## src/hw/timer_soc_defs.svh

```systemverilog
`ifndef TIMER_SOC_DEFS_SVH
`define TIMER_SOC_DEFS_SVH

// number of timer slots behind the decoder
`define TIMER_SOC_N_SLOTS 4

// region base, bits above REGION_LSB must match
`define TIMER_SOC_BASE 32'hF000_0000
`define TIMER_SOC_REGION_LSB 12

// 256 bytes per slot, slot index sits above this bit
`define TIMER_SOC_SLOT_LSB 8

// register offsets inside one slot
`define TIMER_SOC_OFF_COUNT 8'h00
`define TIMER_SOC_OFF_CMP 8'h04
`define TIMER_SOC_OFF_CTRL 8'h08

// ctrl bit positions
`define TIMER_SOC_CTRL_EN 0

`endif
```

## src/hw/timer_soc_pkg.sv

```systemverilog
`include "timer_soc_defs.svh"

package timer_soc_pkg;

  // bus address, one word
  typedef logic [31:0] addr_t;

  // bus data word
  typedef logic [31:0] data_t;

  // register offset within one slot
  typedef logic [7:0] offset_t;

  // one-hot slot select
  typedef logic [`TIMER_SOC_N_SLOTS-1:0] slot_sel_t;

  // request from the master, valid is a one-cycle strobe
  typedef struct packed {
    logic  valid;
    logic  we;
    addr_t addr;
    data_t wdata;
  } bus_req_t;

  // response to the master, also used per slot
  typedef struct packed {
    logic  valid;
    logic  err;
    data_t rdata;
  } bus_rsp_t;

  // request lane into a single slot
  typedef struct packed {
    logic    valid;
    logic    we;
    offset_t offset;
    data_t   wdata;
  } slot_req_t;

endpackage

```

## src/hw/timer_soc.sv

```systemverilog
`include "timer_soc_defs.svh"

module timer_soc (
  input  logic                          clk,
  input  logic                          rst_n_i,
  input  timer_soc_pkg::bus_req_t       bus_req_i,
  output timer_soc_pkg::bus_rsp_t       bus_rsp_o,
  output logic [`TIMER_SOC_N_SLOTS-1:0] irq_o
);
  // request lanes, one per slot
  timer_soc_pkg::slot_req_t [`TIMER_SOC_N_SLOTS-1:0] slot_req;
  // per slot responses into the mux
  timer_soc_pkg::bus_rsp_t  [`TIMER_SOC_N_SLOTS-1:0] slot_rsp;
  // unmapped address strobe
  logic                                              dec_err;

  // first stage, address decode
  bus_decoder u_bus_decoder (
    .clk        (clk),
    .rst_n_i    (rst_n_i),
    .bus_req_i  (bus_req_i),
    .slot_req_o (slot_req),
    .dec_err_o  (dec_err)
  );

  // second stage, identical timer slots
  for (genvar i = 0; i < `TIMER_SOC_N_SLOTS; i++) begin : g_slot
    mtimer_slot u_mtimer_slot (
      .clk        (clk),
      .rst_n_i    (rst_n_i),
      .slot_req_i (slot_req[i]),
      .slot_rsp_o (slot_rsp[i]),
      .irq_o      (irq_o[i])
    );
  end

  // responses back to the master
  resp_mux u_resp_mux (
    .clk        (clk),
    .slot_rsp_i (slot_rsp),
    .dec_err_i  (dec_err),
    .bus_rsp_o  (bus_rsp_o)
  );

endmodule

```

## src/hw/resp_mux.sv

```systemverilog
`include "timer_soc_defs.svh"

module resp_mux (
  // only samples the source check below
  input  logic                                             clk,
  input  timer_soc_pkg::bus_rsp_t [`TIMER_SOC_N_SLOTS-1:0] slot_rsp_i,
  input  logic                                             dec_err_i,
  output timer_soc_pkg::bus_rsp_t                          bus_rsp_o
);
  logic [`TIMER_SOC_N_SLOTS:0] src_vld;
  logic                        any_vld;
  logic                        any_err;
  timer_soc_pkg::data_t        mux_rdata;

  // active sources, decode error on top
  always_comb begin
    for (int i = 0; i < `TIMER_SOC_N_SLOTS; i++) begin
      src_vld[i] = slot_rsp_i[i].valid;
    end
    src_vld[`TIMER_SOC_N_SLOTS] = dec_err_i;
  end

  // and-or merge
  // at most one source is active in a cycle
  always_comb begin
    any_vld   = dec_err_i;
    any_err   = dec_err_i;
    mux_rdata = '0;
    for (int i = 0; i < `TIMER_SOC_N_SLOTS; i++) begin
      if (slot_rsp_i[i].valid) begin
        any_vld   = 1'b1;
        any_err   = any_err | slot_rsp_i[i].err;
        mux_rdata = mux_rdata | slot_rsp_i[i].rdata;
      end
    end
  end

  // decode error carries zero data
  always_comb begin
    bus_rsp_o.valid = any_vld;
    bus_rsp_o.err   = any_err;
    bus_rsp_o.rdata = mux_rdata;
  end

  // decoder sends one lane per request, slots answer in one cycle
  // so two responses can never collide here
  assert property (@(posedge clk)
    !$isunknown(src_vld) |-> $onehot0(src_vld));

endmodule

```

## src/hw/mtimer_slot.sv

```systemverilog
`include "timer_soc_defs.svh"

module mtimer_slot (
  input  logic                     clk,
  input  logic                     rst_n_i,
  input  timer_soc_pkg::slot_req_t slot_req_i,
  output timer_soc_pkg::bus_rsp_t  slot_rsp_o,
  output logic                     irq_o
);
  timer_soc_pkg::data_t count_q;
  timer_soc_pkg::data_t cmp_q;
  logic                 en_q;
  timer_soc_pkg::data_t count_d;
  timer_soc_pkg::data_t cmp_d;
  logic                 en_d;
  logic                 irq_q;
  logic                 hit_count;
  logic                 hit_cmp;
  logic                 hit_ctrl;
  logic                 bad_off;
  logic                 wr_count;
  logic                 wr_cmp;
  logic                 wr_ctrl;
  timer_soc_pkg::data_t rd_data;
  logic                 rsp_valid_q;
  logic                 rsp_err_q;
  timer_soc_pkg::data_t rsp_rdata_q;

  // offset decode
  always_comb begin
    hit_count = slot_req_i.offset == `TIMER_SOC_OFF_COUNT;
    hit_cmp   = slot_req_i.offset == `TIMER_SOC_OFF_CMP;
    hit_ctrl  = slot_req_i.offset == `TIMER_SOC_OFF_CTRL;
    bad_off   = !(hit_count || hit_cmp || hit_ctrl);
    wr_count  = slot_req_i.valid && slot_req_i.we && hit_count;
    wr_cmp    = slot_req_i.valid && slot_req_i.we && hit_cmp;
    wr_ctrl   = slot_req_i.valid && slot_req_i.we && hit_ctrl;
  end

  // next state, a count write beats the increment
  always_comb begin
    count_d = count_q;
    if (wr_count) begin
      count_d = slot_req_i.wdata;
    end else if (en_q) begin
      count_d = count_q + 32'd1;
    end
    cmp_d = wr_cmp ? slot_req_i.wdata : cmp_q;
    en_d  = wr_ctrl ? slot_req_i.wdata[`TIMER_SOC_CTRL_EN] : en_q;
  end

  // read mux sees values before this edge
  always_comb begin
    case (slot_req_i.offset)
      `TIMER_SOC_OFF_COUNT: rd_data = count_q;
      `TIMER_SOC_OFF_CMP:   rd_data = cmp_q;
      `TIMER_SOC_OFF_CTRL:  rd_data = {31'd0, en_q};
      default:              rd_data = '0;
    endcase
  end

  always_ff @(posedge clk) begin
    if (!rst_n_i) begin
      count_q     <= '0;
      cmp_q       <= '0;
      en_q        <= 1'b0;
      irq_q       <= 1'b0;
      rsp_valid_q <= 1'b0;
    end else begin
      count_q     <= count_d;
      cmp_q       <= cmp_d;
      en_q        <= en_d;
      // irq tracks the registers it is built from
      irq_q       <= en_d && (count_d >= cmp_d);
      rsp_valid_q <= slot_req_i.valid;
    end
  end

  // response payload, zero data on writes and errors
  always_ff @(posedge clk) begin
    if (slot_req_i.valid) begin
      rsp_err_q   <= bad_off;
      rsp_rdata_q <= (slot_req_i.we || bad_off) ? '0 : rd_data;
    end
  end

  always_comb begin
    slot_rsp_o.valid = rsp_valid_q;
    slot_rsp_o.err   = rsp_err_q;
    slot_rsp_o.rdata = rsp_rdata_q;
  end

  assign irq_o = irq_q;

  // no interrupt from a disabled timer
  assert property (@(posedge clk) disable iff (!rst_n_i) irq_o |-> en_q);

endmodule

```

## src/hw/bus_decoder.sv

```systemverilog
`include "timer_soc_defs.svh"

module bus_decoder (
  input  logic                                               clk,
  input  logic                                               rst_n_i,
  input  timer_soc_pkg::bus_req_t                            bus_req_i,
  output timer_soc_pkg::slot_req_t [`TIMER_SOC_N_SLOTS-1:0]  slot_req_o,
  output logic                                               dec_err_o
);
  localparam timer_soc_pkg::addr_t base_addr = `TIMER_SOC_BASE;
  localparam int idx_w = `TIMER_SOC_REGION_LSB - `TIMER_SOC_SLOT_LSB;

  logic                      in_region;
  logic                      slot_ok;
  logic [idx_w-1:0]          slot_idx;
  timer_soc_pkg::slot_sel_t  slot_sel;
  timer_soc_pkg::slot_sel_t  lane_vld_q;
  logic                      err_q;
  logic                      err_dly_q;
  logic                      we_q;
  timer_soc_pkg::offset_t    offset_q;
  timer_soc_pkg::data_t      wdata_q;

  // region match plus slot index range check
  always_comb begin
    in_region = bus_req_i.addr[31:`TIMER_SOC_REGION_LSB] ==
                base_addr[31:`TIMER_SOC_REGION_LSB];
    slot_idx  = bus_req_i.addr[`TIMER_SOC_SLOT_LSB +: idx_w];
    slot_ok   = in_region && (int'(slot_idx) < `TIMER_SOC_N_SLOTS);
    slot_sel  = '0;
    for (int i = 0; i < `TIMER_SOC_N_SLOTS; i++) begin
      slot_sel[i] = slot_ok && (int'(slot_idx) == i);
    end
  end

  // lane strobes and error strobe
  // error held one more cycle so it lines up with slot responses
  always_ff @(posedge clk) begin
    if (!rst_n_i) begin
      lane_vld_q <= '0;
      err_q      <= 1'b0;
      err_dly_q  <= 1'b0;
    end else begin
      lane_vld_q <= bus_req_i.valid ? slot_sel : '0;
      err_q      <= bus_req_i.valid && !slot_ok;
      err_dly_q  <= err_q;
    end
  end

  // payload shared by every lane
  always_ff @(posedge clk) begin
    if (bus_req_i.valid) begin
      we_q     <= bus_req_i.we;
      offset_q <= bus_req_i.addr[`TIMER_SOC_SLOT_LSB-1:0];
      wdata_q  <= bus_req_i.wdata;
    end
  end

  always_comb begin
    for (int i = 0; i < `TIMER_SOC_N_SLOTS; i++) begin
      slot_req_o[i].valid  = lane_vld_q[i];
      slot_req_o[i].we     = we_q;
      slot_req_o[i].offset = offset_q;
      slot_req_o[i].wdata  = wdata_q;
    end
  end

  assign dec_err_o = err_dly_q;

  // at most one lane, never lane and error together
  assert property (@(posedge clk) disable iff (!rst_n_i) $onehot0({lane_vld_q, err_q}));

endmodule

```

## config.mk

```make
export PLATFORM = sky130hd
export DESIGN_NAME = timer_soc
export DESIGN_NICKNAME = d
export VERILOG_FILES = /design/src/hw/timer_soc_pkg.sv /design/src/hw/timer_soc.sv /design/src/hw/resp_mux.sv /design/src/hw/mtimer_slot.sv /design/src/hw/bus_decoder.sv
export VERILOG_INCLUDE_DIRS = /design/src /design/src/hw
export SDC_FILE = /design/constraint.sdc
export NUM_CORES = 1
export LEC_CHECK = 0
export ABC_AREA = 1
export ABC_CLOCK_PERIOD_IN_PS = 3900
export BUFFER_PORTS_ARGS = -buffer_cell sky130_fd_sc_hd__buf_2
export CAP_MARGIN = 0
export CORE_AREA = 2 2 253 255
export CTS_BUF_LIST = sky130_fd_sc_hd__clkbuf_4 sky130_fd_sc_hd__clkbuf_8 sky130_fd_sc_hd__clkbuf_16
export CTS_CLUSTER_DIAMETER = 40
export DETAILED_ROUTE_END_ITERATION = 8
export DIE_AREA = 0 0 255 257
export SLEW_MARGIN = 5
export SYNTH_ARGS = -nofsm -noshare
export SYNTH_HDL_FRONTEND = slang
export SYNTH_SLANG_ARGS = --single-unit
```

## constraint.sdc

```tcl
create_clock -name clk -period 3.9 [get_ports clk]
set_input_delay 0.78 -clock clk [delete_from_list [all_inputs] [get_ports clk]]
set_output_delay 0.78 -clock clk [all_outputs]
set_load 0.02 [all_outputs]
```

==> out/qor.yml <==
cts_tree: "built"
via_per_inst: 5.16
seqCellArea_mm2: 0.0107
fin_ws_ns: 0.577
placed_cell_area_mm2: 0.0263
post_cts_buffers: 0
final_nets: 3826
hold_violations: 0
dp.cells: 4390
insertion_delay_ns: 0.63
endpoint_kind: "output pin"
cts_sinks: 447
power_density_mw_per_mm2: 438
final-setup-viol-count: 0
tns_ns: 0
min_to: "u_bus_decoder.wdata_q[15]$_DFFE_PP_"
syn_to_final_growth_pct: 17.5
irDropWorstVdd_mv: 0.312
design_area_mm2: 0.0292
coreArea_mm2: 0.0627
grt_start_max_net_pins: 105
ant_nets: 0
synth_top_cell_area_share_pct: 22.0
cp_data_arrival_time_ns: 2.54
start_util_pct: 39.7
chipWidth_um: 255
grt_usage_pct: 27.8
rr_endpoint: "g_slot[1].u_mtimer_slot.irq_o$_SDFF_PN0_"
dp_hpwl_um: 66100
min_path_cells: 1
r2r_cells: 16
layout_commonest_cell: "nand2_1"
multi_input_area_mm2: 0.0118
fmax_mhz: 301
setup.worst_path.class: "reg -> out"
netlist_area_mm2: 0.0249
r2r_setup_slack_ns: 0.70
routedWlPerCell_um: 20.0
die_area_mm2: 0.0655
syn_nets: 3734
synth-seq-area-share_pct: 42.9
post_cts_resized: 0
grt_setup_unrepaired: "false"
synth_top_area_cell: "dfxtp_1"
htreeDepth: 3
die_y_um: 257
status: "finished clean"
yosysWarningCount: 0
io_pins: 106
postCtsHoldBufs: 0
cts_buffers: 80
fp-row-count: 92
hp-start: "bus_req_i[15]"
drt_pass1_iterations: 6
tightestPinTransition_ns: 1.08
drt_wl_total_um: 91000
drt_iter0_drc: 2574
cts_root_buf: "clkbuf_16"
fin_skew_ns: 0.0195
maxCapViolCount: 0
antenna_found_initial: 5
fillers: 6322
overflow: 0
netlist_top_cells_area: "dfxtp_1, edfxtp_1, nand2_1, inv_1, ha_1"
clk_pin_slew_ns: 0.05
relSlewSlack_pct: 28.2
worstPathRequired_ns: 3.12
hold_path.class: "in -> reg"
p_leak_nw: 12.8
via_count: 23500
final_cell_mix: "nand2_1, inv_1, nor2_1"
syn_inst: 3534
ys_ff_latch: 447
dp_slack_ns: 0.811
total_power_w: 0.0128
grt_pass1_vias: 21600
post-route-period-util_pct: 85.2
fin_crit_ns: 3.32
drc_errors: 0
worstPathMaxFanout: 25
slew_violations: 0
post_route_cells_drive_above_1_share_pct: 8.80
cts_max_path_buffers: 3
avgSynthCellArea_um2: 7.04
timing.rr.start: "u_bus_decoder.offset_q[3]$_DFFE_PP_"
grt_pass1_wl_um: 136000
layout.cells.non_filler: 4544
io_buffers: 105
synth_cell_types: 34
gp_congestion: 0.957
start_kind: "flop"
==> worst max-delay path by stage <==
| stage | start | end | slack [ns] | cells past startpoint |
|---|---|---|---|---|
| 2_1_floorplan | u_bus_decoder.lane_vld_q[0]$_SDFF_PN0_ | g_slot[0].u_mtimer_slot.irq_o$_SDFF_PN0_ | 0.96 | 15 |
| 3_3_place_gp | u_bus_decoder.offset_q[3]$_DFFE_PP_ | g_slot[1].u_mtimer_slot.irq_o$_SDFF_PN0_ | 0.79 | 16 |
| 3_5_place_dp | u_bus_decoder.offset_q[1]$_DFFE_PP_ | g_slot[0].u_mtimer_slot.irq_o$_SDFF_PN0_ | 0.81 | 17 |
| 4_1_cts | g_slot[1].u_mtimer_slot.rsp_valid_q$_SDFF_PN0_ | bus_rsp_o[11] | 0.63 | 3 |
| 5_1_grt | u_bus_decoder.offset_q[3]$_DFFE_PP_ | g_slot[1].u_mtimer_slot.irq_o$_SDFF_PN0_ | 0.33 | 16 |
| 6_report | g_slot[1].u_mtimer_slot.rsp_valid_q$_SDFF_PN0_ | bus_rsp_o[11] | 0.58 | 3 |
==> synthesized netlist by cell type, drive strengths merged <==
| library cell | instances |
|---|---|
| a221oi | 1 |
| or2 | 13 |
| inv | 470 |
| nand3b | 5 |
| nor4 | 4 |
| dfxtp | 274 |
| ha | 132 |
| nand3 | 202 |
| edfxtp | 173 |
| buf | 51 |
| a21oi | 212 |
| o21ai | 244 |
| xor2 | 24 |
| nor3b | 4 |
| and3 | 2 |
| clkbuf | 93 |
| and2 | 6 |
| o211ai | 10 |
| nor2 | 421 |
| o21a | 6 |
| nand4 | 77 |
| a31oi | 5 |
| nor3 | 31 |
| a21o | 1 |
| nand2 | 1073 |
==> stage by stage <==
stage          utilization (%)  hold slack, ns
6_report                  46.6           0.333
5_1_grt                   46.6           0.325
4_1_cts                   46.6           0.311
3_5_place_dp              41.9           0.458
3_3_place_gp              41.9           0.449
2_1_floorplan                -           0.390
==> worst max-delay path: stages, from the launching register on <==
cell and delay (ns):
dfxtp_1 1.02, nand2_1 0.39, nand4_1 0.29, buf_2 0.20
==> where the power goes <==
group          leakage [nW]  switching (W)  internal (W)
Sequential             3.58       0.000173       0.00487
Combinational          7.82       0.000138     0.0000410
Clock                  1.46        0.00258       0.00500
Total                  12.8        0.00289       0.00991
==> state kept, by name, indices dropped and copies added (netlist names) <==
name / flops
g_slot.u_mtimer_slot.cmp_q: 128
g_slot.u_mtimer_slot.count_q: 128
g_slot.u_mtimer_slot.rsp_rdata_q: 128
u_bus_decoder.wdata_q: 32
u_bus_decoder.offset_q: 8
g_slot.u_mtimer_slot.en_q: 4
g_slot.u_mtimer_slot.irq_o: 4
g_slot.u_mtimer_slot.rsp_err_q: 4
g_slot.u_mtimer_slot.rsp_valid_q: 4
u_bus_decoder.lane_vld_q: 4
u_bus_decoder.dec_err_o: 1
u_bus_decoder.err_q: 1
u_bus_decoder.we_q: 1
==> layer usage <==
layer | routed length [µm] | up-vias | track usage, %
met5 | 0 | - | 0
met4 | 2750 | 0 | 9.08
met3 | 9350 | 138 | 5.11
met2 | 38500 | 1010 | 41.4
met1 | 40500 | 10700 | 40.4
li1 | - | 11600 | -
==> cells by family after synthesis <==
group	Yosys count	share of synthesized area, %
AND/OR/NAND/NOR	1838	30.2
flip-flops	447	42.9
AO/OA/AOI/OAI	479	9.84
buffers and inverters	614	9.59
XOR/XNOR	24	0.845
adder cells (fa/ha/maj)	132	6.64
==> layout make-up <==
class / count / share of cell area (%)
sequential: 447 / 36.5
tap: 846 / 3.62
antenna: 4 / 0.0342
multi-input combinational: 2473 / 40.4
inverter: 470 / 6.08
clock buffer: 107 / 7.73
clock inverter: 43 / 2.34
timing repair buffer: 154 / 3.23
Note: power is estimated with default switching activity, not from simulation.
